### src/include/tile_ctrl_defines.svh
`ifndef TILE_CTRL_DEFINES_SVH
`define TILE_CTRL_DEFINES_SVH

`define N_CORES      4
`define TQ_DEPTH     8     // Also the credit count after reset
`define MEM_WORDS    256
`define MEM_AW       8
`define MEM_LATENCY  2     // Request to response, reads and writes
`define ADDR_W       16
`define DATA_W       32
`define REG_AW       8

// Target ids in host address bits 15:8
`define ID_LOCAL     8'h00
`define ID_ALL_CORES 8'hFF  // Write only

`endif

### src/hw/tile_ctrl_pkg.sv
`default_nettype none

package tile_ctrl_pkg;

   typedef enum logic [3:0] {
      IDLE,
      WAIT_W,
      SEND_W,
      WAIT_MEM,
      SEND_B,
      SEND_AR,
      WAIT_R,
      SEND_R
   } bridge_state_t;

   // Bridge registers, target id 0
   typedef enum logic [7:0] {
      TASK_ENQ         = 8'h00,  // Write enqueues, read dequeues
      TASK_TTYPE       = 8'h01,
      TASK_LOCALE      = 8'h02,
      TASK_ARGS        = 8'h03,
      MEM_ADDR         = 8'h04,
      MEM_ACCESS       = 8'h05,
      CYCLE_LSB        = 8'h06,
      CYCLE_MSB        = 8'h07,
      LAST_MEM_LATENCY = 8'h08,
      PARAM_N_CORES    = 8'h09,
      DONE             = 8'h0A
   } local_reg_t;

   // Prefixed to keep clear of the local DONE
   typedef enum logic [7:0] {
      CORE_SCRATCH = 8'h00,
      CORE_CONFIG  = 8'h01,
      CORE_DONE    = 8'h02,
      CORE_INDEX   = 8'h03
   } core_reg_t;

   typedef enum logic [1:0] {
      OKAY   = 2'b00,
      SLVERR = 2'b10
   } resp_t;

   typedef struct packed {
      logic [1:0]  ttype;
      logic [31:0] locale;
      logic [31:0] args;
      logic [31:0] ts;
   } task_t;

endpackage

`default_nettype wire

### src/hw/core_csr.sv
`timescale 1ns/1ps
`default_nettype none

`include "tile_ctrl_defines.svh"

module core_csr #(
   parameter int CORE_IDX = 1
) (
   input  wire                clk,
   input  wire                rstn,
   input  wire                wvalid,
   input  wire [`REG_AW-1:0]  waddr,
   input  wire [`DATA_W-1:0]  wdata,
   input  wire                arvalid,
   input  wire [`REG_AW-1:0]  araddr,
   output logic               rvalid,
   output logic [`DATA_W-1:0] rdata,
   output logic               done
);

   import tile_ctrl_pkg::*;

   logic [`DATA_W-1:0] scratch;
   logic [`DATA_W-1:0] cfg;

   always_ff @(posedge clk) begin
      if (!rstn) begin
         scratch <= '0;
         cfg <= '0;
         done <= 1'b0;
         rvalid <= 1'b0;
      end else begin
         rvalid <= arvalid;  // Fixed one cycle read
         if (wvalid) begin
            case (core_reg_t'(waddr))
               CORE_SCRATCH: scratch <= wdata;
               CORE_CONFIG:  cfg <= wdata;
               CORE_DONE:    done <= wdata[0];
               default: ;
            endcase
         end
      end
   end

   always_ff @(posedge clk) begin
      if (arvalid) begin
         case (core_reg_t'(araddr))
            CORE_SCRATCH: rdata <= scratch;
            CORE_CONFIG:  rdata <= cfg;
            CORE_DONE:    rdata <= `DATA_W'(done);
            CORE_INDEX:   rdata <= `DATA_W'(CORE_IDX);
            default:      rdata <= '0;
         endcase
      end
   end

endmodule

`default_nettype wire

### config.mk
export PLATFORM = sky130hd
export DESIGN_NAME = core_csr
export DESIGN_NICKNAME = d
export VERILOG_FILES = /design/src/hw/tile_ctrl_pkg.sv /design/src/hw/core_csr.sv
export VERILOG_INCLUDE_DIRS = /design/src /design/src/include
export SDC_FILE = /design/constraint.sdc
export NUM_CORES = 1
export LEC_CHECK = 0
export BUFFER_PORTS_ARGS = -buffer_cell sky130_fd_sc_hd__buf_2
export CAP_MARGIN = 0
export CORE_ASPECT_RATIO = 0.8
export CORE_MARGIN = 5
export CORE_UTILIZATION = 45
export CTS_BUF_LIST = sky130_fd_sc_hd__clkbuf_8
export DETAILED_ROUTE_END_ITERATION = 12
export PLACE_DENSITY = 0.68
export SLEW_MARGIN = 20
export SYNTH_ARGS = -nofsm -noshare
export SYNTH_HDL_FRONTEND = slang
export SYNTH_SLANG_ARGS = --single-unit
### constraint.sdc
create_clock -name clk -period 3.1 [get_ports clk]
set_clock_uncertainty 0.05 [all_clocks]
set_input_delay 0.155 -clock clk [delete_from_list [all_inputs] [get_ports clk]]
set_output_delay 0.155 -clock clk [all_outputs]
set_load 0.05 [all_outputs]
* Yosys cells after proc, flatten, opt, wreduce, memory -nomap -nowiden *
Index checks and enable logic that the tools add are counted.
Widths: inputs -> output; s select.

word-level totals
  register bits = 98
  input port bits = 52
  output and inout port bits = 34
  word-level logic and storage cells = 16

operators by class
  equal/unequal tests = 5
  mux-type cells = 1
  reductions and logical operators = 5

operators by type and width
  kind                count
  $pmux 32 s4         1
  $eq 8x2->1 const B  3
  $eq 8x1->1 const B  2
  $logic_not 8->1     2
  $reduce_and 2->1    3

* Depth between registers and ports, before layout *
  word-level depth = 2
  mapped depth = 5
  gate-level depth less buffers = 3

* Worst setup path before layout *
No wires, ideal clock.

  path type = input port to flip-flop
  start = in araddr[5]
  end = reg rdata[10], data pin
  setup time = 0.140 ns
  data arrival time = 1.430 ns
  setup slack = 1.481 ns
  stages = 5
  cells stage by stage = or4_1 > or4_1 > buf_2 > buf_6 > nor2_1

on the way
  word-level cells in the longest chain between the ends = 2
  elaborated cells on any way between the ends = 5

RTL lines
  item                                      RTL line        text
  from (decl)                               core_csr.sv:15  input wire [`REG_AW-1:0] araddr,
  $eq 8x2->1, or another cell as far along  core_csr.sv:47  case (core_reg_t'(araddr))
  $pmux 32 s4 (*)                           core_csr.sv:47
  to (signal assigned)                      core_csr.sv:48  CORE_SCRATCH: rdata <= scratch;
  to (signal assigned)                      core_csr.sv:49  CORE_CONFIG: rdata <= cfg;
  to (signal assigned)                      core_csr.sv:50  CORE_DONE: rdata <= `DATA_W'(done);
  to (decl)                                 core_csr.sv:17  output logic [`DATA_W-1:0] rdata,

Mark *: on every way between the ends. The rest lies on a longest branch, timed or not.
A chain may end at the register's enable or synchronous reset.

* Final worst setup path *
  start = in araddr[5]
  end = reg rdata[5], data pin

The elaborated chain is that of the path after synthesis.

==> qor.yml <==
status:
  status: "completed"
floorplan:
  die_y_um: 93.76
  initial_core_util_pct: 46.31
  io_pins: 86
  die_area_um2: 10750
  rows: 30
  core_area_um2: 8521
  die_w_um: 114.7
clock_tree:
  cts-buffers-inserted: 9
  clkLatencyLatePin_ns: 0.35
  cts_sinks: 98
  cts-root-buf: "clkbuf_8"
  clock_path_buffers: 2
  cts_max_level: 3
  clk_pin_slew_worst_paths_ns: 0.09
  cts_tree: "yes"
finish:
  final_cells: 561
  finalInstanceArea_um2: 4737
  area_growth_pct: 20.04
  layout-drive-gt1-share_pct: 23.61
  n_antenna_cell: 0
  nets: 496
routing:
  ant_nets: 0
  wl_per_cell_um: 14.05
  first_iter_violations: 94
  routed_wl_um: 7881
  drtPass1Iterations: 4
  drc: 0
  vias_per_cell: 4.872
  dr_total_vias: 2733
sta:
  rsz0062_at_grt: "no"
  fin_hold_ws_ns: 0.01853
  min_period_over_period_pct: 57.97
  drv_slew: 0
  fin_ws_ns: 1.303
  tns_ns: 0
  finalCriticalPeriod_ns: 1.797
  slew_headroom_pct: 47.11
  worstMarginPinSlew_ns: 0.7933
  clock.fmax_mhz: 556.5
  setup_viol: 0
  hold_violations: 0
setup_path:
  cp.required_ns: 3.25
  slowest_stage: "or4_2"
  crit_path_end: "rdata[5]"
  reg2reg_depth: 3
  cp.arrival_ns: 1.95
  reg2reg_to: "rdata[0]"
  path_max_fanout: 31
  r2r_slack_ns: 1.87
  crit_start: "araddr[5]"
  path_class: "in2reg"
  crit_chain: "buf_2 -> or4_1 -> or4_2 -> nor2_1"
  endpoint_kind: "register"
  timing.rr.start: "cfg[0]"
  max_stage_delay_ns: 0.93
  crit_path_start_kind: "primary input"
synth:
  syn_avg_cell_area_um2: 10.93
  synth_common_cells: "mux2i_1 (97), nand2_1 (97), dfxtp_1 (66), nor2_1 (33), edfxtp_1 (32)"
  yosys_warnings: 0
  synthTopCellsByArea: "dfxtp_1 (33%), mux2i_1 (25%), edfxtp_1 (24%)"
  synth_edf_count: 32
  synth_top_area_share_pct: 33.48
  ys_seq_area_share_pct: 57.83
  netlist_area_um2: 3946
  synthFlopType: "dfxtp_1"
  synth-seq-cells: 98
  synth_top_area_cell: "dfxtp_1"
  synth_cell_types: 18
  syn-num-nets: 413
  async_flop_share_pct: 0
  syn_inst: 361
grt:
  grt_max_degree: 56
  first_global_vias: 2686
  gr-total-overflow: 0
  grt_use_total_pct: 15.26
  antenna_found_initial: 0
  grt_pass1_wl_um: 12930
placement:
  dp_hpwl_um: 4979
  io_buffers: 85
  place_inst: 537
  globalplace.congestion: 0.6867
  pre_cts_ws_ns: 0.7987
  placedInstanceArea_um2: 4434
hold_path:
  holdCritPathClass: "in2reg"
power:
  ir_worst_vdd_mv: 0.2314
  p_leak_nw: 2.329
  power_density_nw_per_um2: 513.4
run:
  cap_violations: 0
==> kinds of logic (layout without fill, tap and decap cells) <==
kind of cell,Yosys count,count (layout),share of synthesized area (%)
AND/OR/NAND/NOR,139,139,14.14
flip-flops,98,98,57.83
AO/OA/AOI/OAI,2,2,0.2537
buffers and inverters,25,113,3.170
multiplexers,97,97,24.60
==> how the worst min path moves through the flow <==
stage,depth (start not counted),from,slack (ns),to
floorplan,0,arvalid,0.22,rdata[0]
global placement,3,wdata[6],0.37,scratch[6]
detailed placement,3,wdata[6],0.38,scratch[6]
CTS,3,wdata[1],0.002,scratch[1]
global route,3,wdata[20],0.01,scratch[20]
finish,3,wdata[23],0.02,scratch[23]
==> where the power goes <==
part	switching [mW]	leakage (nW)	total (mW)	internal, mW
registers	0.00442	0.861	1.34	1.34
clock network	0.428	0.115	0.901	0.473
logic	0.129	1.35	0.189	0.0604
total	0.562	2.33	2.43	1.87
==> critical path, delay by kind of cell <==
family,cells,cell delay [ns]
buf+inv,1,0.09
simple gates,3,1.69
==> metal layers <==
metal	vias up	track usage, %	routed length [µm]
li1	1379	-	-
met1	1285	20.19	3678
met2	61	24.13	3655
met3	8	5.023	451
met4	0	3.910	96
met5	-	0	0
==> layout make-up <==
type,instances,area (µm²)
fillers,740,3784
flip-flops and latches,98,2282
multi-input cells,238,1545
repair buffers,97,548.0
well taps,112,140.1
clock buffers,10,137.6
clock inverters,6,83.83
==> what timing repair did <==
item / CTS / global route
setup buffers: 0 / 0
hold buffers: 8 / 0
gates resized for setup: 0 / 0
hold endpoints to repair: 14 / 0
==> per-stage QoR <==
step	total power [mW]	utilization, %
after floorplan	1.484	-
after global placement	1.553	52.04
after detailed placement	1.554	52.04
after CTS	2.457	55.58
after global routing	2.521	55.59
final	2.432	55.59
==> flip-flops by register name, summed over array words and instances (netlist names) <==
register  cells
scratch      32
cfg          32
rvalid        1
done          1
rdata        32
==> cells in the final DEF, fill, tap and decap left out <==
cell type	n
buf_12	1
mux2i_1	97
clkinvlp_4	1
o21ai_0	2
dlygate4sd3_1	8
nor2_1	33
nand4b_1	1
clkbuf_8	10
or4_1	1
nand4_1	1
dfxtp_1	66
nor4b_2	1
edfxtp_1	32
and2_1	1
nor3_1	1
inv_1	2
nand2_1	97
bufinv_16	2
or4_2	1
buf_2	85
clkinv_4	1
nor4b_1	1
nand3_2	1
buf_4	3
(Power assumes the default switching activity.)
