<file path="src/include/tile_ctrl_defines.svh">
`ifndef TILE_CTRL_DEFINES_SVH
`define TILE_CTRL_DEFINES_SVH

`define N_CORES      4
`define TQ_DEPTH     8     // Also the credit count after reset
`define MEM_WORDS    256
`define MEM_AW       8
`define MEM_LATENCY  2     // Request to response, reads and writes
`define ADDR_W       16
`define DATA_W       32
`define REG_AW       8

// Target ids in host address bits 15:8
`define ID_LOCAL     8'h00
`define ID_ALL_CORES 8'hFF  // Write only

`endif

</file>
<file path="src/hw/tile_ctrl_pkg.sv">
`default_nettype none

package tile_ctrl_pkg;

   typedef enum logic [3:0] {
      IDLE,
      WAIT_W,
      SEND_W,
      WAIT_MEM,
      SEND_B,
      SEND_AR,
      WAIT_R,
      SEND_R
   } bridge_state_t;

   // Bridge registers, target id 0
   typedef enum logic [7:0] {
      TASK_ENQ         = 8'h00,  // Write enqueues, read dequeues
      TASK_TTYPE       = 8'h01,
      TASK_LOCALE      = 8'h02,
      TASK_ARGS        = 8'h03,
      MEM_ADDR         = 8'h04,
      MEM_ACCESS       = 8'h05,
      CYCLE_LSB        = 8'h06,
      CYCLE_MSB        = 8'h07,
      LAST_MEM_LATENCY = 8'h08,
      PARAM_N_CORES    = 8'h09,
      DONE             = 8'h0A
   } local_reg_t;

   // Prefixed to keep clear of the local DONE
   typedef enum logic [7:0] {
      CORE_SCRATCH = 8'h00,
      CORE_CONFIG  = 8'h01,
      CORE_DONE    = 8'h02,
      CORE_INDEX   = 8'h03
   } core_reg_t;

   typedef enum logic [1:0] {
      OKAY   = 2'b00,
      SLVERR = 2'b10
   } resp_t;

   typedef struct packed {
      logic [1:0]  ttype;
      logic [31:0] locale;
      logic [31:0] args;
      logic [31:0] ts;
   } task_t;

endpackage

`default_nettype wire

</file>
<file path="src/hw/task_queue.sv">
`timescale 1ns/1ps
`default_nettype none

`include "tile_ctrl_defines.svh"

module task_queue (
   input  wire                        clk,
   input  wire                        rstn,
   input  wire                        push,
   input  wire tile_ctrl_pkg::task_t  wdata,
   input  wire                        pop,
   output logic                       credit,
   output logic                       rvalid,
   output tile_ctrl_pkg::task_t       rdata,
   output logic                       empty
);

   import tile_ctrl_pkg::*;

   localparam int PTR_W = $clog2(`TQ_DEPTH);

   task_t entries [`TQ_DEPTH];

   logic [PTR_W-1:0] wr_ptr;
   logic [PTR_W-1:0] rd_ptr;
   logic [PTR_W:0] count;
   logic is_empty;
   logic full;
   logic do_pop;

   assign is_empty = count == '0;
   assign full = count == (PTR_W+1)'(`TQ_DEPTH);
   assign do_pop = pop && !is_empty;

   always_ff @(posedge clk) begin
      if (push)
         entries[wr_ptr] <= wdata;
      if (do_pop)
         rdata <= entries[rd_ptr];  // Head, held for the response cycle
   end

   always_ff @(posedge clk) begin
      if (!rstn) begin
         wr_ptr <= '0;
         rd_ptr <= '0;
         count <= '0;
         rvalid <= 1'b0;
         credit <= 1'b0;
         empty <= 1'b0;
      end else begin
         rvalid <= pop;
         credit <= do_pop;  // Slot freed
         empty <= is_empty;
         if (push)
            wr_ptr <= wr_ptr + 1'b1;
         if (do_pop)
            rd_ptr <= rd_ptr + 1'b1;
         case ({push, do_pop})
            2'b10:   count <= count + 1'b1;
            2'b01:   count <= count - 1'b1;
            default: count <= count;
         endcase
      end
   end

   // Bridge credits must keep pushes off a full queue
   a_no_push_full: assert property (@(posedge clk) disable iff (!rstn)
      push |-> !full);

endmodule

`default_nettype wire

</file>
<file path="config.mk">
export PLATFORM = sky130hd
export DESIGN_NAME = task_queue
export DESIGN_NICKNAME = d
export VERILOG_FILES = /design/src/hw/tile_ctrl_pkg.sv /design/src/hw/task_queue.sv
export VERILOG_INCLUDE_DIRS = /design/src /design/src/include
export SDC_FILE = /design/constraint.sdc
export NUM_CORES = 1
export LEC_CHECK = 0
export BUFFER_PORTS_ARGS = -buffer_cell sky130_fd_sc_hd__buf_2
export CAP_MARGIN = 5
export CORE_MARGIN = 3
export CORE_UTILIZATION = 55
export CTS_BUF_LIST = sky130_fd_sc_hd__clkbuf_4 sky130_fd_sc_hd__clkbuf_8
export CTS_CLUSTER_SIZE = 20
export DETAILED_ROUTE_END_ITERATION = 8
export PLACE_DENSITY_LB_ADDON = 0.15
export SYNTH_ARGS = -nofsm -noshare
export SYNTH_HDL_FRONTEND = slang
export SYNTH_SLANG_ARGS = --single-unit
</file>
<file path="constraint.sdc">
create_clock -name clk -period 11.3 [get_ports clk]
set_input_delay 1.13 -clock clk [delete_from_list [all_inputs] [get_ports clk]]
set_output_delay 1.13 -clock clk [all_outputs]
set_load 0.1 [all_outputs]
</file>
== Word-level counts from Yosys, hierarchy flattened ==
Memories as Yosys holds them, arrays and structs flattened. A register that Yosys moved wholly into a read port is not among the register bits.
Cells that the tools add are included.

* Register bits: 13
* Bits in latches: 0
* RAM bits: 784
* Memory bits (read-only): 0
* Input bits: 102
* Output and inout bits: 101
* Logic and storage cells: 20
* Memories: 1

{| class="wikitable"
|+ Memory list
! name !! depth !! bits a word !! rd ports !! clocked after Yosys merged registers in !! wr ports !! RTL line !! source
|-
| entries || 8 || 98 || 1 || 1 || 1 || task_queue.sv:22 || <nowiki>task_t entries [`TQ_DEPTH];</nowiki>
|}

* Add/sub/neg operators: 4
* Multiply operators: 0
* Divide/modulo/power cells: 0
* $lt $le $gt $ge: 0
* Equal/unequal tests: 2
* Shift operators: 0
* Muxes and demuxes: 3
* Bitwise operators: 0
* Reductions and logical operators: 4

{| class="wikitable"
|+ Operator list
! kind !! number
|-
| 4-bit case mux with 2 select lines || 1
|-
| 3-bit by 1-bit adder with 3-bit output, second input constant || 2
|-
| 4-bit by 1-bit adder with 4-bit output, second input constant || 1
|-
| 4-bit logical NOT || 1
|-
| 4-bit by 1-bit subtractor with 4-bit output, second input constant || 1
|-
| 2-bit by 1-bit equality test with 1-bit output, second input constant || 1
|-
| 2-bit equality test, second input constant || 1
|-
| 1-bit 2-to-1 mux || 2
|-
| 2-bit nonzero test || 1
|-
| 1-bit logical AND || 1
|-
| 1-bit logical NOT || 1
|}

== Longest topological paths before layout ==
* Word-level depth: 5
* Mapped depth: 7
* Depth with buffers taken out: 7

== Worst setup path after synthesis ==
Ideal clock, no wire load.

* Path type: in2reg
* Start point: in push
* End point: mem entries[0][0] (netlist name), enable pin
* Library setup time: 0.675 ns
* Arrival: 7.854 ns
* Required time: 10.625 ns
* Slack: 2.771 ns
* Cell stages on the path: 2
* Path buffers: 0
* Cells stage by stage: nand2b_1 -> nor3_1

* Cells in the longest elaborated chain, start to end: 2

{| class="wikitable"
|+ RTL lines
! what !! RTL line !! source
|-
| start, declared || task_queue.sv:9 || <nowiki>input wire push,</nowiki>
|-
| 1-bit 2-to-1 mux || task_queue.sv:36 || <nowiki>if (push)</nowiki>
|-
| 1-bit 2-to-1 mux (not written as such) || task_queue.sv:37 || <nowiki>entries[wr_ptr] <= wdata;</nowiki>
|-
| end, declared || task_queue.sv:22 ||
|}

No other way between the ends.

==> flow_metrics.py <==
metrics = {
    "clock_network": {
        "root_buffer": "sky130_fd_sc_hd__clkbuf_8",
        "cts_buffers": 143,
        "post_cts_resized": 0,
        "cts_setup_buffers": 0,
        "clock_insertion_delay_worst_skew_ps": 770,
        "hold_buffers": 0,
        "numClockSinks": 895,
        "path_clk_slew_ps": 60,
        "tritoncts_clock_tree": "yes",
        "ctsLongestPathBuffers": 3,
        "htree_levels": 4,
    },
    "yosys": {
        "synth.distinct_cells": 25,
        "syn_avg_cell_area_sq_um": 25.3,
        "yosys.area_share.adder": 0.00250,
        "async_flop_share": 0,
        "synth_compound_area_frac": 0.00102,
        "ys_dominant_reg_cell": "sky130_fd_sc_hd__edfxtp_1",
        "synth_warn": 0,
        "synth.yosys.seq_area_share": 0.810,
        "synthMuxAreaShare": 0.168,
        "synth.largest_area_cell": "sky130_fd_sc_hd__edfxtp_1",
        "synth-edff-count": 882,
        "syn_area_sq_mm": 0.0330,
        "netlist_instances": 1304,
        "synth.top_cell.area_share": 0.802,
        "synth_simple_gate_area_share": 0.00523,
        "synth_top_family_by_area": "multiplexers",
        "synth_seq_cells": 895,
        "synth.area.top_cells": "sky130_fd_sc_hd__edfxtp_1, sky130_fd_sc_hd__mux4_2, sky130_fd_sc_hd__mux2_2, sky130_fd_sc_hd__dfxtp_1, sky130_fd_sc_hd__buf_6",
        "synth_top_cells_by_count": "sky130_fd_sc_hd__edfxtp_1, sky130_fd_sc_hd__mux4_2, sky130_fd_sc_hd__mux2_2",
        "synth_nets": 1412,
        "synth.most_common_cell": "sky130_fd_sc_hd__edfxtp_1",
        "yosys.area_share.xor_xnor": 0.00159,
    },
    "hold_path": {
        "worstHoldPathCells": 2,
        "worst_hold_path_type": "reg2reg",
    },
    "timing": {
        "rsz0062_at_grt": "no",
        "final_max_slew_viol_count": 0,
        "worst_slew_margin_rel": 0.177,
        "fin_crit_ps": 3680,
        "skew_ps": 24.6,
        "max_slew.worst_pin.slew_ps": 1240,
        "setup_violations": 0,
        "max_freq_ghz": 0.272,
        "final.hold.worst_slack_ps": 499,
        "hold_viol_final": 0,
        "setup_tns_final_ps": 0,
        "layout_worst_path_cycle_share": 0.326,
    },
    "placement": {
        "place.detailed.hpwl_mm": 33.2,
        "postPlaceCellArea_sq_mm": 0.0349,
        "numPlacedInstances": 2249,
        "gpl.final_weighted_congestion": 0.703,
        "number_of_port_buffers": 202,
    },
    "final_layout": {
        "layout_stage_area_growth_over_the_synthesis_result_pct": 14.0,
        "post_route_cells_drive_above_1_share": 0.437,
        "final_area_sq_mm": 0.0376,
        "filler_cell_count": 4004,
        "finish.cell_count_without_fillers": 2504,
        "final_net_count": 1729,
    },
    "global_routing": {
        "initial_antenna_violation_count": 11,
        "grt_first_pass_wirelength_mm": 97.4,
        "grt_start_max_net_pins": 75,
        "grt_overflow": 0,
        "vias_in_the_first_global_route": 15654,
        "grt_usage": 0.211,
    },
    "critical_path": {
        "timing.reg2reg.worst_path_depth": 4,
        "path_cells": "buf_4 -> buf_4 -> mux4_2 -> mux2_2",
        "critical_path_class": "reg2reg",
        "timing.critical_path.buf_inv": 2,
        "arrival_worst_endpoint_ps": 4180,
        "critPathMostFrequentCell": "sky130_fd_sc_hd__buf_4",
        "cp_num_cells": 4,
        "worst_path_dominant_cell_family": "buffers and inverters",
        "worstPathMaxFanout": 50,
        "worst_path_largest_cell_delay_ps": 860,
        "timing.critical_path.required_ps": 11800,
        "endpoint_kind": "flip-flop",
        "critPathSlowestCell": "sky130_fd_sc_hd__buf_4",
        "crit_path_start_kind": "flip-flop",
    },
    "die": {
        "dieArea_sq_mm": 0.0630,
        "die_h_microns": 251,
        "io_pins": 203,
        "placementRows": 89,
        "die_w_microns": 251,
        "floorplan.initialDensity": 0.557,
        "core-area_sq_mm": 0.0592,
    },
    "pwr": {
        "p_leak_nw": 12.1,
        "p_per_area_mw_per_mm2": 230,
        "power.ir.vdd_worst_uv": 203,
    },
    "routing": {
        "drt_first_iter_violations": 1030,
        "viasPerCell": 5.73,
        "route.detailed.drc": 0,
        "antenna_violating_nets_post_route": 0,
        "drtPass1Iterations": 5,
        "drt-wirelength-per-cell_microns": 25.6,
        "wl_mm": 64.2,
        "routed_via_count": 14357,
    },
    "job": {
        "max-cap-violations": 0,
    },
    "status": {
        "outcome": "finished clean",
    },
}
stage by stage:
step | utilization | power, W | setup slack, ps
6_report | 0.635 | 0.00867 | 7620
5_1_grt | 0.635 | 0.00902 | 7190
4_1_cts | 0.635 | 0.00878 | 7430
3_5_place_dp | 0.589 | 0.00613 | 7230
3_3_place_gp | 0.589 | 0.00611 | 7300
2_1_floorplan | - | 0.00576 | 2770
power by group:
group          total [W]  leakage, nW  switching (W)  internal, W
combinational    0.00195         2.51        0.00144     0.000510
sequential       0.00409         8.14       0.000133      0.00395
clock            0.00263         1.43        0.00120      0.00143
worst register-to-register path, stage by stage (launching register included):
cell and delay [ps]:
sky130_fd_sc_hd__dfxtp_4 830, sky130_fd_sc_hd__buf_4 870, sky130_fd_sc_hd__buf_4 830, sky130_fd_sc_hd__mux4_2 620
sky130_fd_sc_hd__mux2_2 280
cells by family (layout without fill, tap and decap cells):
kind of cell | after synthesis | in the layout
and+or+nand+nor | 34 | 34
muxes | 298 | 298
other | 0 | 5
xor gates and xnor gates | 6 | 6
buffers and inverters | 60 | 482
AOI/OAI and AO/OA | 5 | 5
adders and majority gates | 6 | 6
DFF | 895 | 895
metal layers:
| metal | routed length [microns] | GRT usage | vias to the layer above |
|---|---|---|---|
| met5 | 53 | 0 | - |
| met4 | 1390 | 0.0714 | 8 |
| met3 | 3690 | 0.0566 | 95 |
| met2 | 33100 | 0.348 | 394 |
| met1 | 25900 | 0.279 | 7645 |
| li1 | - | - | 6215 |
final timing paths:
path / slack, ps / start / end
worst max-delay path: 7620 / rd_ptr[0] / rdata[54]
worst min-delay path: 500 / count[3] / count[3]
worst max register to register: 7620 / rd_ptr[0] / rdata[54]
worst min register to register: 500 / count[3] / count[3]
placed cells by master (no fill, tap or decap), types with 2 or more instances in the layout:
master / instances
sky130_fd_sc_hd__edfxtp_1: 882
sky130_fd_sc_hd__buf_2: 202
sky130_fd_sc_hd__mux4_2: 196
sky130_fd_sc_hd__clkbuf_8: 145
sky130_fd_sc_hd__mux2_2: 98
sky130_fd_sc_hd__clkbuf_4: 50
sky130_fd_sc_hd__clkinv_1: 30
sky130_fd_sc_hd__buf_4: 26
sky130_fd_sc_hd__clkinv_2: 10
sky130_fd_sc_hd__dfxtp_1: 10
sky130_fd_sc_hd__and2_1: 9
sky130_fd_sc_hd__nand2_1: 7
sky130_fd_sc_hd__nor2_4: 6
sky130_fd_sc_hd__clkinvlp_4: 6
sky130_fd_sc_hd__diode_2: 5
sky130_fd_sc_hd__ha_1: 5
sky130_fd_sc_hd__inv_1: 4
sky130_fd_sc_hd__nand2b_1: 4
sky130_fd_sc_hd__mux2i_1: 4
sky130_fd_sc_hd__inv_6: 4
sky130_fd_sc_hd__nor2b_1: 3
sky130_fd_sc_hd__xor2_1: 3
sky130_fd_sc_hd__xnor2_1: 3
sky130_fd_sc_hd__bufinv_16: 3
sky130_fd_sc_hd__dfxtp_4: 3
sky130_fd_sc_hd__nor3_2: 2
sky130_fd_sc_hd__o21ai_0: 2
sky130_fd_sc_hd__nor2_1: 2
sky130_fd_sc_hd__inv_8: 2
area by class of cell:
class                           instances  area [sq um]  area share
Timing Repair Buffer                  228          1210      0.0320
Sequential cell                       895         26800       0.711
Antenna cell                            5          12.5    0.000332
Inverter                                4          15.0    0.000399
Clock inverter                         55           355     0.00944
Multi-Input combinational cell        349          5960       0.158
Tap cell                              773           967      0.0257
Clock buffer                          195          2370      0.0630
sequential cells by signal (all words and copies together) (netlist names):
name     flops
entries    784
rdata       98
count        4
rd_ptr       3
wr_ptr       3
credit       1
empty        1
rvalid       1
(Power assumes the default switching activity.)
