[src/include/tile_ctrl_defines.svh]
`ifndef TILE_CTRL_DEFINES_SVH
`define TILE_CTRL_DEFINES_SVH

`define N_CORES      4
`define TQ_DEPTH     8     // Also the credit count after reset
`define MEM_WORDS    256
`define MEM_AW       8
`define MEM_LATENCY  2     // Request to response, reads and writes
`define ADDR_W       16
`define DATA_W       32
`define REG_AW       8

// Target ids in host address bits 15:8
`define ID_LOCAL     8'h00
`define ID_ALL_CORES 8'hFF  // Write only

`endif

[src/hw/tile_ctrl_pkg.sv]
`default_nettype none

package tile_ctrl_pkg;

   typedef enum logic [3:0] {
      IDLE,
      WAIT_W,
      SEND_W,
      WAIT_MEM,
      SEND_B,
      SEND_AR,
      WAIT_R,
      SEND_R
   } bridge_state_t;

   // Bridge registers, target id 0
   typedef enum logic [7:0] {
      TASK_ENQ         = 8'h00,  // Write enqueues, read dequeues
      TASK_TTYPE       = 8'h01,
      TASK_LOCALE      = 8'h02,
      TASK_ARGS        = 8'h03,
      MEM_ADDR         = 8'h04,
      MEM_ACCESS       = 8'h05,
      CYCLE_LSB        = 8'h06,
      CYCLE_MSB        = 8'h07,
      LAST_MEM_LATENCY = 8'h08,
      PARAM_N_CORES    = 8'h09,
      DONE             = 8'h0A
   } local_reg_t;

   // Prefixed to keep clear of the local DONE
   typedef enum logic [7:0] {
      CORE_SCRATCH = 8'h00,
      CORE_CONFIG  = 8'h01,
      CORE_DONE    = 8'h02,
      CORE_INDEX   = 8'h03
   } core_reg_t;

   typedef enum logic [1:0] {
      OKAY   = 2'b00,
      SLVERR = 2'b10
   } resp_t;

   typedef struct packed {
      logic [1:0]  ttype;
      logic [31:0] locale;
      logic [31:0] args;
      logic [31:0] ts;
   } task_t;

endpackage

`default_nettype wire

[src/hw/host_reg_bridge.sv]
`timescale 1ns/1ps
`default_nettype none

`include "tile_ctrl_defines.svh"

module host_reg_bridge (
   input  wire                                  clk,
   input  wire                                  rstn,

   input  wire                                  host_awvalid,
   output logic                                 host_awready,
   input  wire [`ADDR_W-1:0]                    host_awaddr,
   input  wire                                  host_wvalid,
   output logic                                 host_wready,
   input  wire [`DATA_W-1:0]                    host_wdata,
   output logic                                 host_bvalid,
   input  wire                                  host_bready,
   output tile_ctrl_pkg::resp_t                 host_bresp,
   input  wire                                  host_arvalid,
   output logic                                 host_arready,
   input  wire [`ADDR_W-1:0]                    host_araddr,
   output logic                                 host_rvalid,
   input  wire                                  host_rready,
   output logic [`DATA_W-1:0]                   host_rdata,
   output tile_ctrl_pkg::resp_t                 host_rresp,

   output logic [`REG_AW-1:0]                   reg_waddr,
   output logic [`DATA_W-1:0]                   reg_wdata,
   output logic [`N_CORES-1:0]                  reg_wvalid,
   output logic [`REG_AW-1:0]                   reg_araddr,
   output logic [`N_CORES-1:0]                  reg_arvalid,
   input  wire [`N_CORES-1:0]                   reg_rvalid,
   input  wire [`N_CORES-1:0][`DATA_W-1:0]      reg_rdata,

   output logic                                 task_push,
   output tile_ctrl_pkg::task_t                 task_wdata,
   input  wire                                  task_credit,
   output logic                                 task_pop,
   input  wire                                  task_rvalid,
   input  wire tile_ctrl_pkg::task_t            task_rdata,
   input  wire                                  task_empty,

   output logic                                 mem_req,
   output logic                                 mem_we,
   output logic [`MEM_AW-1:0]                   mem_addr,
   output logic [`DATA_W-1:0]                   mem_wdata,
   input  wire                                  mem_rvalid,
   input  wire [`DATA_W-1:0]                    mem_rdata,

   input  wire [`N_CORES-1:0]                   core_done
);

   import tile_ctrl_pkg::*;

   localparam int CREDIT_W = $clog2(`TQ_DEPTH) + 1;

   bridge_state_t state;
   local_reg_t reg_sel;
   resp_t resp;

   logic [`ADDR_W-1:0] addr;
   logic [`DATA_W-1:0] data;
   logic wr_txn;
   logic is_local;
   logic [`N_CORES-1:0] core_mask;
   logic [`DATA_W-1:0] core_rdata;
   logic [CREDIT_W-1:0] credit;

   logic [1:0] stg_ttype;
   logic [31:0] stg_locale;
   logic [31:0] stg_args;
   logic [`MEM_AW-1:0] mem_addr_q;

   logic [63:0] cycle;
   logic [31:0] mem_t0;
   logic [31:0] last_mem_latency;

   // Broadcast is honoured for writes only
   function automatic logic [`N_CORES-1:0] decode_cores(input logic [7:0] id, input logic wr);
      logic [`N_CORES-1:0] m;
      m = '0;
      if (wr && id == `ID_ALL_CORES)
         m = '1;
      else if (id >= 8'd1 && id <= 8'(`N_CORES))
         m = {{(`N_CORES-1){1'b0}}, 1'b1} << (id - 8'd1);
      return m;
   endfunction

   assign is_local = addr[15:8] == `ID_LOCAL;
   assign reg_sel = local_reg_t'(addr[7:0]);

   always_comb begin
      core_rdata = '0;
      for (int i = 0; i < `N_CORES; i++) begin
         if (core_mask[i])
            core_rdata |= reg_rdata[i];
      end
   end

   always_ff @(posedge clk) begin
      if (!rstn) begin
         state <= IDLE;
      end else begin
         case (state)
            IDLE: begin
               resp <= OKAY;
               if (host_awvalid) begin  // Writes win over reads
                  state <= WAIT_W;
                  wr_txn <= 1'b1;
                  addr <= host_awaddr;
                  core_mask <= decode_cores(host_awaddr[15:8], 1'b1);
               end else if (host_arvalid) begin
                  state <= SEND_AR;
                  wr_txn <= 1'b0;
                  addr <= host_araddr;
                  core_mask <= decode_cores(host_araddr[15:8], 1'b0);
               end
            end
            WAIT_W: begin
               if (host_wvalid) begin
                  state <= SEND_W;
                  data <= host_wdata;
               end
            end
            SEND_W: begin
               state <= SEND_B;
               if (is_local) begin
                  case (reg_sel)
                     TASK_ENQ: begin
                        if (credit == '0)
                           resp <= SLVERR;  // Dropped, queue full
                     end
                     TASK_TTYPE:  stg_ttype <= data[1:0];
                     TASK_LOCALE: stg_locale <= data;
                     TASK_ARGS:   stg_args <= data;
                     MEM_ADDR:    mem_addr_q <= data[`MEM_AW-1:0];
                     MEM_ACCESS:  state <= WAIT_MEM;
                     default: ;
                  endcase
               end
            end
            WAIT_MEM: begin
               if (mem_rvalid) begin
                  state <= wr_txn ? SEND_B : SEND_R;
                  data <= mem_rdata;
               end
            end
            SEND_B: begin
               if (host_bready)
                  state <= IDLE;
            end
            SEND_AR: begin
               state <= (is_local && reg_sel == MEM_ACCESS) ? WAIT_MEM : WAIT_R;
            end
            WAIT_R: begin
               state <= SEND_R;
               if (|core_mask) begin
                  if (|(reg_rvalid & core_mask))
                     data <= core_rdata;
                  else
                     state <= WAIT_R;
               end else if (!is_local) begin
                  data <= '0;
                  resp <= SLVERR;
               end else begin
                  case (reg_sel)
                     TASK_ENQ: begin
                        if (!task_rvalid) begin
                           state <= WAIT_R;
                        end else if (task_empty) begin
                           data <= '0;
                           resp <= SLVERR;
                        end else begin
                           data <= task_rdata.ts;
                           stg_locale <= task_rdata.locale;
                           stg_args <= task_rdata.args;
                        end
                     end
                     TASK_TTYPE:       data <= `DATA_W'(stg_ttype);
                     TASK_LOCALE:      data <= stg_locale;
                     TASK_ARGS:        data <= stg_args;
                     MEM_ADDR:         data <= `DATA_W'(mem_addr_q);
                     CYCLE_LSB:        data <= cycle[31:0];
                     CYCLE_MSB:        data <= cycle[63:32];
                     LAST_MEM_LATENCY: data <= last_mem_latency;
                     PARAM_N_CORES:    data <= `DATA_W'(`N_CORES);
                     DONE:             data <= `DATA_W'(core_done);
                     default: begin
                        data <= '0;
                        resp <= SLVERR;
                     end
                  endcase
               end
            end
            SEND_R: begin
               if (host_rready)
                  state <= IDLE;
            end
            default: state <= IDLE;
         endcase
      end
   end

   // One credit per free queue entry
   always_ff @(posedge clk) begin
      if (!rstn)
         credit <= CREDIT_W'(`TQ_DEPTH);
      else if (task_push && !task_credit)
         credit <= credit - 1'b1;
      else if (task_credit && !task_push)
         credit <= credit + 1'b1;
   end

   always_ff @(posedge clk) begin
      if (!rstn)
         cycle <= '0;
      else
         cycle <= cycle + 64'd1;
   end

   always_ff @(posedge clk) begin
      if (mem_req)
         mem_t0 <= cycle[31:0];
      if (mem_rvalid)
         last_mem_latency <= cycle[31:0] - mem_t0;
   end

   assign host_awready = state == IDLE;
   assign host_arready = state == IDLE;
   assign host_wready = state == WAIT_W;
   assign host_bvalid = state == SEND_B;
   assign host_bresp = resp;
   assign host_rvalid = state == SEND_R;
   assign host_rdata = data;
   assign host_rresp = resp;

   assign reg_waddr = addr[7:0];
   assign reg_wdata = data;
   assign reg_wvalid = core_mask & {`N_CORES{state == SEND_W}};
   assign reg_araddr = addr[7:0];
   assign reg_arvalid = core_mask & {`N_CORES{state == SEND_AR}};

   assign task_push = state == SEND_W && is_local && reg_sel == TASK_ENQ && credit != '0;
   assign task_wdata = '{ttype: stg_ttype, locale: stg_locale, args: stg_args, ts: data};
   assign task_pop = state == SEND_AR && is_local && reg_sel == TASK_ENQ;

   assign mem_req = is_local && reg_sel == MEM_ACCESS && (state == SEND_W || state == SEND_AR);
   assign mem_we = state == SEND_W;
   assign mem_addr = mem_addr_q;
   assign mem_wdata = data;

   // Returned credits can never outnumber the queue entries
   a_credit_max: assert property (@(posedge clk) disable iff (!rstn)
      credit <= CREDIT_W'(`TQ_DEPTH));

   a_arvalid_onehot: assert property (@(posedge clk) disable iff (!rstn)
      $onehot0(reg_arvalid));

   // An enqueue refused for lack of credit never reaches the queue
   a_push_credit: assert property (@(posedge clk) disable iff (!rstn)
      task_push |=> host_bresp == OKAY);

endmodule

`default_nettype wire

[config.mk]
export PLATFORM = sky130hd
export DESIGN_NAME = host_reg_bridge
export DESIGN_NICKNAME = d
export VERILOG_FILES = /design/src/hw/tile_ctrl_pkg.sv /design/src/hw/host_reg_bridge.sv
export VERILOG_INCLUDE_DIRS = /design/src /design/src/include
export SDC_FILE = /design/constraint.sdc
export NUM_CORES = 1
export LEC_CHECK = 0
export BUFFER_PORTS_ARGS = -buffer_cell sky130_fd_sc_hd__buf_2
export CORE_AREA = 2 2 228 230
export CTS_CLUSTER_SIZE = 10
export DETAILED_ROUTE_END_ITERATION = 10
export DIE_AREA = 0 0 230 232
export MAX_ROUTING_LAYER = met4
export PLACE_DENSITY = 0.56
export SYNTH_ARGS = -nofsm -noshare
export SYNTH_HDL_FRONTEND = slang
export SYNTH_SLANG_ARGS = --single-unit
export TNS_END_PERCENT = 50
[constraint.sdc]
create_clock -name clk -period 7.5 [get_ports clk]
set_input_delay 0.375 -clock clk [delete_from_list [all_inputs] [get_ports clk]]
set_output_delay 0.375 -clock clk [all_outputs]
set_load 0.01 [all_outputs]
* After elaboration in Yosys (flattened, before gate mapping) *
Index checks and enable logic that the tools add are counted.

storage, ports and cells
  memories = 0
  input port bits = 341
  bits in read-only memories = 0
  register bits = 265
  logic and storage cells = 169
  RAM bits = 0
  latch bits = 0

operators by class
  multiply operators = 0
  shift operators = 2
  mux-type cells = 64
  bitwise operators = 6
  $lt $le $gt $ge = 4
  reductions and logical operators = 35
  divide/modulo/power cells = 0
  $add $sub $neg = 6
  eq/ne operators = 38

operator list
  cell                   count
  $mux 32                25
  $pmux 32 s10           1
  $pmux 32 s2            2
  $or 32x32->32          3
  $pmux 32 s3            1
  $add 64x1->64 const B  1
  $mux 4                 14
  $eq 8x3->1 const B     4
  $mux 16                2
  $pmux 4 s8             1
  $sub 32x32->32         1
  $reduce_and 9->1       3
  $eq 8x4->1 const B     3
  $eq 4x3->1 const B     4
  $eq 8x2->1 const B     2
  $ge 8x1->1 const B     2
  $le 8x3->1 const B     2
  $logic_not 8->1        2
  $mux 2                 8
  $shl 1x8->4 const A    2
  $sub 8x1->8 const B    2
  $ne 2x1->1 const B     7
  $ne 2x2->1 const B     7
  $and 4x4->4            3
  26 further kinds       53

* Depth between registers and ports, before layout *
Gate-level depths: netlist (run 1).

  word-level depth = 10
  mapped depth = 11

* Least setup slack after synthesis (run 1) *
No wires, ideal clock.

  path kind = reg2reg
  start = reg addr[5]
  end = reg stg_args[0] (enable)
  stages on the path, launching flop included = 7
  required time = 7039 ps
  path slack = 3094 ps
  setup time = 461 ps
  arrival = 3945 ps
  buffers on the path = 1
  path through = edfxtp_1 > or4_4 > nor3_4 > and2_1 > buf_2 > a21oi_1 > nor3_1

on the way
  cells in the longest elaborated chain, start to end = 3
  elaborated cells between the ends (all ways) = 5
  those cells by class = 3 x eq/ne; 2 x reduce/logical

RTL lines
  what                                                RTL line                                        RTL
  start: declaration                                  host_reg_bridge.sv:61                           logic [`ADDR_W-1:0] addr;
  start signal: assignment                            host_reg_bridge.sv:110                          addr <= host_awaddr;
  start signal: assignment                            host_reg_bridge.sv:115                          addr <= host_araddr;
  $eq 8x2->1 or $logic_not 8->1 (tied branches)       host_reg_bridge.sv:128, host_reg_bridge.sv:166
  $ne 2x1->1 (no line) or $ne 2x2->1 (tied branches)  -
  $reduce_and 9->1 (no line) *                        -
  end signal: assignment                              host_reg_bridge.sv:135                          TASK_ARGS: stg_args <= data;
  end signal: assignment                              host_reg_bridge.sv:176                          stg_args <= task_rdata.args;
  end: declaration                                    host_reg_bridge.sv:71                           logic [31:0] stg_args;

Every way passes the cells marked *; elsewhere a longest branch is shown, timed or not.
A chain may end at the register's enable or synchronous reset.

* Worst setup path in the final report (run 1) *
  start = reg addr[4]
  end = out mem_req

on the way
  cells in the longest elaborated chain, start to end = 3

RTL lines
  what                             RTL line                RTL
  $eq 8x3->1                       host_reg_bridge.sv:247  assign mem_req = is_local && reg_sel == MEM_ACCESS && (state == SEND_W || state == SEND_AR);
  $logic_and 1x1->1 (2 in series)  host_reg_bridge.sv:247
  end: declaration                 host_reg_bridge.sv:43   output logic mem_req,

No other way between the ends.

==> metrics.cfg, run 1 <==
[worst_setup_path]
critPathLaunch = addr[4]
end_kind = primary output
timing.rr.start = addr[4]
crit_slowest_cell = or4_4
worstPathCellList = or4_4, nor3_4, nand3_1, nor2_4, buf_4, buf_2
cp-start-kind = flip-flop
worst-setup-path-type = reg -> out
crit_required_ns = 7.12
arrival_ns = 3.31
critPathMaxFanout = 33
critPathMaxStageDelay_ns = 0.61

[cells_and_area]
syn_to_final_growth_pct = 22.44
fin_nets = 2518
drive_above_1_share_pct = 31.98
fillers = 5164

[grt]
grt.total_usage_pct = 25.63
overflow = 0
grt_antenna_before_repair = 9
grt_start_max_net_pins = 67
grt_pass1_vias = 14247
grt_pass1_wl_mm = 97.50

[synthesis]
synth_ff_type = edfxtp_1
yosysTopAreaCell = edfxtp_1
synthArstFlopShare_pct = 0
yosysSeqAreaShare_pct = 44.24
synth_warnings = 0
synth.avg_cell_area_um2 = 9.489
syn_inst = 1712
synth_top_area_share_pct = 35.49
synth_cell_type_count = 84
synth-edff-count = 192
synth_area_um2 = 16240
ys_ff_latch = 263
yosys-top-cells-area = edfxtp_1 35%, dfxtp_1 8.7%, nand2_1 5.9%, buf_4 5.4%, a22oi_1 3.5%

[clocking]
path_clk_slew_ns = 0.06
hold_buffers = 0
clock_path_buffers = 3
clk_latency_ns = 0.57
cts_tree = yes
numCtsBuffers = 31
cts_num_sinks = 263
post_cts_resize_count = 0
htree_levels = 1
cts_root_buffer = clkbuf_16
cts_setup_buffers = 0

[pwr]
p_seq_share_pct = 43.5
power.leakage_nw = 8.359
pwr_density_cell_nw_per_um2 = 207.2
p_comb_share_pct = 22.1
sw_frac_of_total_pct = 31.44
ir_drop_uv = 158.2
power_frac_clock_pct = 34.3
power_mw = 4.122
p_int_mw = 2.826
power.switching_mw = 1.296

[worst_hold_path]
hp-start = task_rdata[95]
hold_class = in -> reg

[timing]
skew_ns = 0.009924
setup_ws_ns = 3.811
hold_viol = 0
relSlewSlack_pct = 30.83
fmax_ghz = 0.2711
setup_viol = 0
rsz0062_at_grt = no
worstMarginPinSlew_ns = 1.038
post-route-min-period_ns = 3.689
tns_ns = 0
post-route-period-util_pct = 49.19
drv_slew = 0

[floorplan]
die_w_um = 230
initial_core_util_pct = 31.92
die-area_um2 = 53360
ioPinCount = 580
die_h_um = 232
row_count = 83
core_area_um2 = 50890

[placement]
port_buffers = 575
place_ws_ns = 4.053
dpl.hpwl_mm = 55.48
gp_congestion = 0.9690

[route]
wirelength_mm = 70.17
dr.pass1.iters = 6
wl_per_cell_um = 24.63
drt_iter0_markers = 1410
antenna_left = 0
via_count = 15219
drcViolationCount = 0
vias_per_cell = 5.342

[outcome]
status = completed

[run]
drv_cap = 0

-- layer usage --
layer / part of all wire (%) / vias up / GRT usage (%)
met2: 48 / 642 / 42.53
li1: - / 7005 / -
met4: 2.7 / 0 / 7.117
met3: 6.9 / 85 / 2.591
met5: 0 / - / -
met1: 42 / 7487 / 33.35
-- final timing paths --
kind,end,slack [ns],cells after the start
max,mem_req,3.81,6
min,stg_locale[31],0.07,3
max reg2reg,credit[3],4.01,11
min reg2reg,cycle[63],0.49,2
-- power by group through the flow --
stage               clock network, mW  registers [mW]  logic (mW)
finish                           1.42            1.79       0.912
global route                     1.50            1.80       0.984
CTS                              1.44            1.79       0.908
detailed placement                  0            1.82       0.906
global placement                    0            1.82       0.898
floorplan                           0            1.76       0.613
-- cells in the final DEF, fill, tap and decap left out, types with 26 or more instances in the layout --
cell type / count
xnor2_1: 51
inv_1: 62
clkbuf_16: 31
edfxtp_1: 192
buf_2: 575
nor2_1: 70
a21oi_1: 86
nand2b_1: 26
nor3_1: 28
a22oi_1: 76
o21ai_0: 82
ha_1: 38
mux2i_1: 52
and2_1: 58
dfxtp_1: 71
a221oi_1: 40
nand3_1: 43
nand2_1: 255
-- critical path, delay by kind of cell, from the launching register on --
family	cells	cell delay, ns
and+or+nand+nor	4	1.53
buffers and inverters	2	0.63
DFF	1	0.51
-- cell usage after synthesis (all sizes together), types with 51 or more instances --
cell type	count
a21oi	86
a22oi	76
buf	141
dfxtp	71
inv	62
nand2	256
nor2	76
xnor2	51
mux2i	52
and2	58
edfxtp	192
clkbuf	68
o21ai	99
-- final cells by class --
cell class | count | area, um2 | area share, %
clock buffer | 57 | 923.4 | 4.643
sequential | 263 | 7187 | 36.13
timing repair buffer | 600 | 3065 | 15.41
antenna | 8 | 20.02 | 0.1007
inverter | 62 | 232.7 | 1.170
tap | 680 | 850.8 | 4.278
multi-input combinational | 1179 | 7610 | 38.26
-- registers in the layout, summed over array words and instances, names as in the netlist, 4 cells and up --
name	cells
last_mem_latency	32
addr	16
stg_locale	32
cycle	64
stg_args	32
mem_addr	8
core_mask	4
host_rdata	32
credit	4
mem_t0	32
-- cells by family after synthesis --
logic type | Yosys count | synth area share [%]
AO/OA/AOI/OAI | 421 | 17.60
XOR/XNOR | 69 | 3.720
adder cells (fa/ha/maj) | 40 | 3.173
buffers and inverters | 271 | 9.158
flip-flops | 263 | 44.24
multiplexers | 76 | 4.868
other | 1 | 0.02308
AND/OR/NAND/NOR | 571 | 17.21
-- stage by stage --
stage | cell area (um2) | util, % | hold slack [ns] | instances
2_1_floorplan | 16250 | - | 0.4423 | 1713
3_3_place_gp | 18950 | 37.23 | 0.4524 | 2784
3_5_place_dp | 18950 | 37.23 | 0.4791 | 2784
4_1_cts | 19870 | 39.05 | 0.04929 | 2841
5_1_grt | 19880 | 39.07 | 0.06230 | 2846
6_report | 19890 | 39.09 | 0.06767 | 2849
Power figures use the tool's default switching activity.
==> run 2, diff against run 1 <==
- PLACE_DENSITY: 0.56 -> 0.58
- clock period: 7.5 -> 3.1 ns (I/O delays scaled with it)
==> run 2 against run 1 <==
  * Global-route usage rose by 2.4 points
  * Critical path type is now reg -> reg
  * Sequential share of layout area fell by 2.6 points
  * Clock power rose to 2.5 times the previous value
  * Final cell count rose by 5.4%
  * Highest routed layer unchanged
  * First-iteration DRC count rose by 4.3%
  * Combinational power rose to 2.8 times the previous value
  * Die area did not move
  * Largest cell class unchanged
  * Hold slack got worse by 0.059 ns
  * Routed wire length rose by 7.7%
==> metrics.cfg, run 2 (same netlist as run 1, synthesis figures left out) <==
[cells_and_area]
largest_reg_flops = 64  ; unchanged
syn_to_final_growth_pct = 31.88
layout_commonest_cell = buf_2
fin_nets = 2667  ; +5.9%
stdcell_count = 3002  ; +5.4%
fillers = 4994  ; -3.3%
final_area_um2 = 21420  ; +7.7%
largest-register = cycle
layout_common_cells = 575 x buf_2, 255 x nand2_1, 192 x edfxtp_1
drive_above_1_share_pct = 32.31  ; +0.33 points

[worst_setup_path]
end_kind = flip-flop
r2r_slack_ns = 0.12  ; -3.89 ns
cp_common_cell = ha_1
rr_endpoint = credit[3]
timing.rr.start = addr[5]
crit_slowest_cell = or4_4
arrival_ns = 3.42  ; +0.11 ns
cp-start-kind = flip-flop
critPathMaxStageDelay_ns = 0.60  ; about the same
critPathMaxFanout = 2  ; -94%
worst-setup-path-type = reg -> reg
worstPathCellList = or4_4, nor3_4, nand3_2, nor4_2, ha_1, ha_1, a21o_1, a21oi_1, xnor2_1, or3_1, nand3_1
crit_required_ns = 3.53  ; -3.59 ns
reg2regPathDepth = 11  ; unchanged

[timing]
tns_ns = 0  ; unchanged
fmax_ghz = 0.3351
skew_ns = 0.02406  ; +0.01414 ns
post-route-period-util_pct = 96.27
worstMarginPinSlew_ns = 1.018  ; -0.01969 ns
setup_ws_ns = 0.1158  ; -3.695 ns
setup_viol = 0  ; unchanged
relSlewSlack_pct = 31.28  ; +0.45 points
rsz0062_at_grt = yes
hold_viol = 0  ; unchanged
whs_ns = 0.009151  ; -0.05851 ns
drv_slew = 0  ; unchanged
post-route-min-period_ns = 2.984

[floorplan]
core_area_um2 = 50890  ; unchanged
die_h_um = 232  ; unchanged
initial_core_util_pct = 31.92  ; unchanged
ioPinCount = 580  ; unchanged
die-area_um2 = 53360  ; unchanged
row_count = 83  ; unchanged
die_w_um = 230  ; unchanged

[worst_hold_path]
hold_class = in -> reg
hold_depth = 3  ; unchanged
hold_end = addr[11]
hp-start = host_awaddr[11]

[grt]
grt_antenna_before_repair = 19  ; +10
grt_pass1_vias = 15703  ; +10%
grt.total_usage_pct = 28.08  ; +2.4 points
overflow = 0  ; unchanged
grt_pass1_wl_mm = 107.4  ; +10%
grt_start_max_net_pins = 91  ; +36%

[placement]
dp_cells = 2832  ; +1.7%
port_buffers = 575  ; unchanged
gp_congestion = 1.030  ; +6.3%
dpl_cell_area_um2 = 19410  ; +2.4%
place_ws_ns = 0.02642  ; -4.027 ns
dpl.hpwl_mm = 58.99  ; +6.3%

[clocking]
htree_levels = 2  ; +1
cts_root_buffer = clkbuf_16
cts_tree = yes
clock_path_buffers = 3  ; unchanged
clk_latency_ns = 0.52  ; -0.05 ns
numCtsBuffers = 34  ; +9.7%
cts_num_sinks = 263  ; unchanged
path_clk_slew_ns = 0.06  ; about the same

[route]
vias_per_cell = 5.430  ; +1.6%
drt_iter0_markers = 1471  ; +4.3%
via_count = 16300  ; +7.1%
antenna_left = 0  ; unchanged
drcViolationCount = 0  ; unchanged
dr.pass1.iters = 6  ; unchanged
wl_per_cell_um = 25.18  ; +2.3%
wirelength_mm = 75.60  ; +7.7%

[pwr]
pwr_density_cell_nw_per_um2 = 488.0  ; +140%
ir_drop_uv = 269.5  ; +70%
power.leakage_nw = 9.111  ; +9.0%

[outcome]
status = completed

[run]
drv_cap = 0  ; unchanged

run 2: cell count changes in the layout (fill, tap and decap cells not counted), sizes merged:
cell | previous run | this run
buf | 600 | 648
clkbuf | 57 | 55
clkinv | 0 | 4
diode | 8 | 13
dlygate4sd3 | 0 | 98
run 2: timing repair:
| item | 4_1_cts | 5_1_grt |
|---|---|---|
| hold buffers | 98 | 0 |
| resized for setup | 1 | 6 |
| pin swaps | 0 | 0 |
| endpoints found under the setup margin | 1 | 9 |
| hold endpoints to repair | 84 | 0 |
| buffers inserted | 0 | 0 |
run 2: worst max path at each step:
stage                      endpoint  cells past startpoint  slack [ns]     start
after floorplan           mem_t0[0]                      4       -0.31   addr[5]
after global routing      credit[3]                     11       -0.03   addr[5]
after CTS                   mem_req                      7        0.01   addr[5]
final                     credit[3]                     11        0.12   addr[5]
after global placement    credit[3]                     11        0.12  addr[13]
after detailed placement  credit[3]                     11        0.03  addr[13]
run 2: power breakdown:
| group | switching [mW] | leakage (nW) | internal (mW) | total [mW] |
|---|---|---|---|---|
| clock | 1.53 | 0.469 | 2.07 | 3.60 |
| combinational | 1.57 | 6.27 | 1.01 | 2.58 |
| sequential | 0.230 | 2.37 | 4.05 | 4.28 |
run 2: critical path: cells and delay by family (launching register included):
kind,cells,cell delay [ns]
and+or+nand+nor,6,1.57
AOI/OAI and AO/OA,2,0.37
xor gates and xnor gates,1,0.10
adders and majority gates,2,0.48
DFF,1,0.39
run 2: stage by stage:
stage          total power [mW]  utilization (%)
2_1_floorplan             5.747                -
6_report                  10.45            42.10
5_1_grt                   10.81            42.09
3_5_place_dp              6.765            38.14
4_1_cts                   10.46            41.98
3_3_place_gp              6.738            38.14
run 2: metal layers:
metal	up-vias	part of all wire, %	global-route usage [%]
met5	-	0	-
met4	0	4.1	9.556
met3	152	7.7	4.384
met2	867	48	46.63
met1	7968	40	34.85
li1	7313	-	-
run 2: area by class of cell:
cell class	instances	area, um2	share of cell area, %
repair buffers	746	4494	20.98
flip-flops and latches	263	7187	33.55
diodes	13	32.53	0.1519
inverters	62	232.7	1.086
multi-input cells	1179	7655	35.73
well taps	680	850.8	3.972
clock buffers	55	939.7	4.386
clock inverters	4	31.28	0.1460
==> run 3, diff against run 2 <==
- PLACE_DENSITY: 0.58 -> 0.56
- clock period: 3.1 -> 3.7 ns (I/O delays scaled with it)
==> run 3 against run 2 <==
  * Non-clock buffer count fell by 37
  * Combinational power fell by 22%
  * Critical path depth fell by 5
  * Flip-flop and latch count did not move
  * Critical path type is now reg -> out
  * Hold slack improved by 0.0036 ns
  * Via count fell by 3.0%
  * Routed wire length fell by 3.3%
  * Worst setup slack improved by 0.16 ns
  * Register-to-register slack improved by 0.40 ns
  * Final area fell by 1.6%
  * Sequential share of layout area rose by 0.53 points
  * Final cell count fell by 1.4%
==> metrics.cfg, run 3 (same netlist as run 1, synthesis figures left out) <==
[run]
drv_cap = 0  ; unchanged

[worst_setup_path]
arrival_ns = 3.24  ; -0.18 ns
critPathMaxFanout = 12  ; +10
crit_required_ns = 3.51  ; -0.02 ns
end_kind = primary output
worst-setup-path-type = reg -> out
cp-start-kind = flip-flop

[placement]
dpl.hpwl_mm = 57.38  ; -2.7%
port_buffers = 575  ; unchanged
dp_cells = 2810  ; -0.78%
dpl_cell_area_um2 = 19160  ; -1.3%
gp_congestion = 0.9854  ; -4.3%

[pwr]
ir_drop_uv = 212.3  ; -21%
pwr_density_cell_nw_per_um2 = 420.5  ; -14%
power_mw = 8.868  ; -15%
power.leakage_nw = 8.954  ; -1.7%

[timing]
setup_viol = 0  ; unchanged
whs_ns = 0.01279  ; +0.003634 ns
fmax_ghz = 0.2917
rsz0062_at_grt = no
hold_viol = 0  ; unchanged
post-route-period-util_pct = 92.66
skew_ns = 0.02056  ; -0.003505 ns
drv_slew = 0  ; unchanged
relSlewSlack_pct = 27.02  ; -4.3 points
post-route-min-period_ns = 3.429
worstMarginPinSlew_ns = 1.081  ; +0.06317 ns

[grt]
grt_antenna_before_repair = 9  ; -10
grt.total_usage_pct = 27.02  ; -1.1 points
grt_pass1_vias = 15004  ; -4.5%
grt_start_max_net_pins = 95  ; +4.4%
grt_pass1_wl_mm = 103.2  ; -3.9%
overflow = 0  ; unchanged

[clocking]
clock_path_buffers = 3  ; unchanged
path_clk_slew_ns = 0.06  ; about the same
cts_setup_buffers = 0  ; unchanged
clk_latency_ns = 0.53  ; about the same
cts_root_buffer = clkbuf_16
cts_tree = yes
cts_num_sinks = 263  ; unchanged
htree_levels = 2  ; unchanged
numCtsBuffers = 34  ; unchanged

[cells_and_area]
post-route-util_pct = 41.44  ; -0.66 points
fin_nets = 2630  ; -1.4%
drive_above_1_share_pct = 31.91  ; -0.40 points
syn_to_final_growth_pct = 29.82
layout_commonest_cell = buf_2
final_area_um2 = 21090  ; -1.6%
largest-register = cycle
largest_reg_flops = 64  ; unchanged
layout_common_cells = 575 x buf_2, 255 x nand2_1, 192 x edfxtp_1
stdcell_count = 2960  ; -1.4%

[floorplan]
die_w_um = 230  ; unchanged
row_count = 83  ; unchanged
core_area_um2 = 50890  ; unchanged
ioPinCount = 580  ; unchanged
die_h_um = 232  ; unchanged
die-area_um2 = 53360  ; unchanged
initial_core_util_pct = 31.92  ; unchanged

[route]
via_count = 15808  ; -3.0%
dr.pass1.iters = 5  ; -1
antenna_left = 0  ; unchanged
wirelength_mm = 73.12  ; -3.3%
wl_per_cell_um = 24.70  ; -1.9%
drt_iter0_markers = 1425  ; -3.1%
drcViolationCount = 0  ; unchanged
vias_per_cell = 5.341  ; -1.6%

[outcome]
status = completed

[worst_hold_path]
hold_class = in -> reg

-- run 3: cell types whose count changed in the layout (fill, tap and decap cells not counted), sizes merged --
| cell | delta |
|---|---|
| dlygate4sd3 | -15 |
| clkbuf | +3 |
| buf | -22 |
| diode | -8 |
-- run 3: worst paths after layout --
| path | start | to | slack, ns | cells after the start |
|---|---|---|---|---|
| worst min register to register | cycle[63] | cycle[63] | 0.47 | 2 |
| worst max-delay path | addr[5] | mem_req | 0.27 | 6 |
| worst max register to register | addr[5] | credit[3] | 0.52 | 12 |
| worst min-delay path | mem_rdata[12] | host_rdata[12] | 0.01 | 3 |
-- run 3: layer usage --
layer / wire length, um / global-route usage [%] / up-vias / share of wire, %
met5: 0 / - / - / 0
met4: 1972 / 8.105 / 0 / 2.7
met3: 4608 / 2.922 / 92 / 6.3
met2: 35510 / 44.13 / 710 / 49
met1: 31020 / 35.36 / 7784 / 42
li1: - / - / 7222 / -
-- run 3: metrics by stage --
step,setup TNS [ns],setup slack [ns]
2_1_floorplan,-22.60,-0.7061
4_1_cts,0,0.2752
3_3_place_gp,0,0.5704
3_5_place_dp,0,0.5351
5_1_grt,0,0.1646
6_report,0,0.2714
-- run 3: layout make-up --
type,instances,area (um2)
Antenna cell,5,12.51
Clock buffer,58,1066
Clock inverter,4,20.02
Fill cell,5126,29800
Inverter,62,232.7
Multi-Input combinational cell,1179,7616
Sequential cell,263,7187
Tap cell,680,850.8
Timing Repair Buffer,709,4104
-- run 3: timing repair --
action,CTS,global route
hold buffers,83,0
endpoints found under the hold margin,77,0
resized for setup,0,0
-- run 3: report_power, final --
group          total, mW  internal [mW]  switching [mW]  leakage [nW]
clock               3.24           1.96            1.28         0.532
combinational       2.02          0.786            1.24          6.05
sequential          3.60           3.39           0.211          2.37
total               8.87           6.13            2.73          8.95
-- run 3: worst max-delay path, cell delays in order, from the launching register on --
cell and delay (ns):
edfxtp_1 0.43, or4_4 0.64, nor3_4 0.39, nand3_1 0.34, nor2_4 0.43, buf_4 0.30, buf_2 0.17
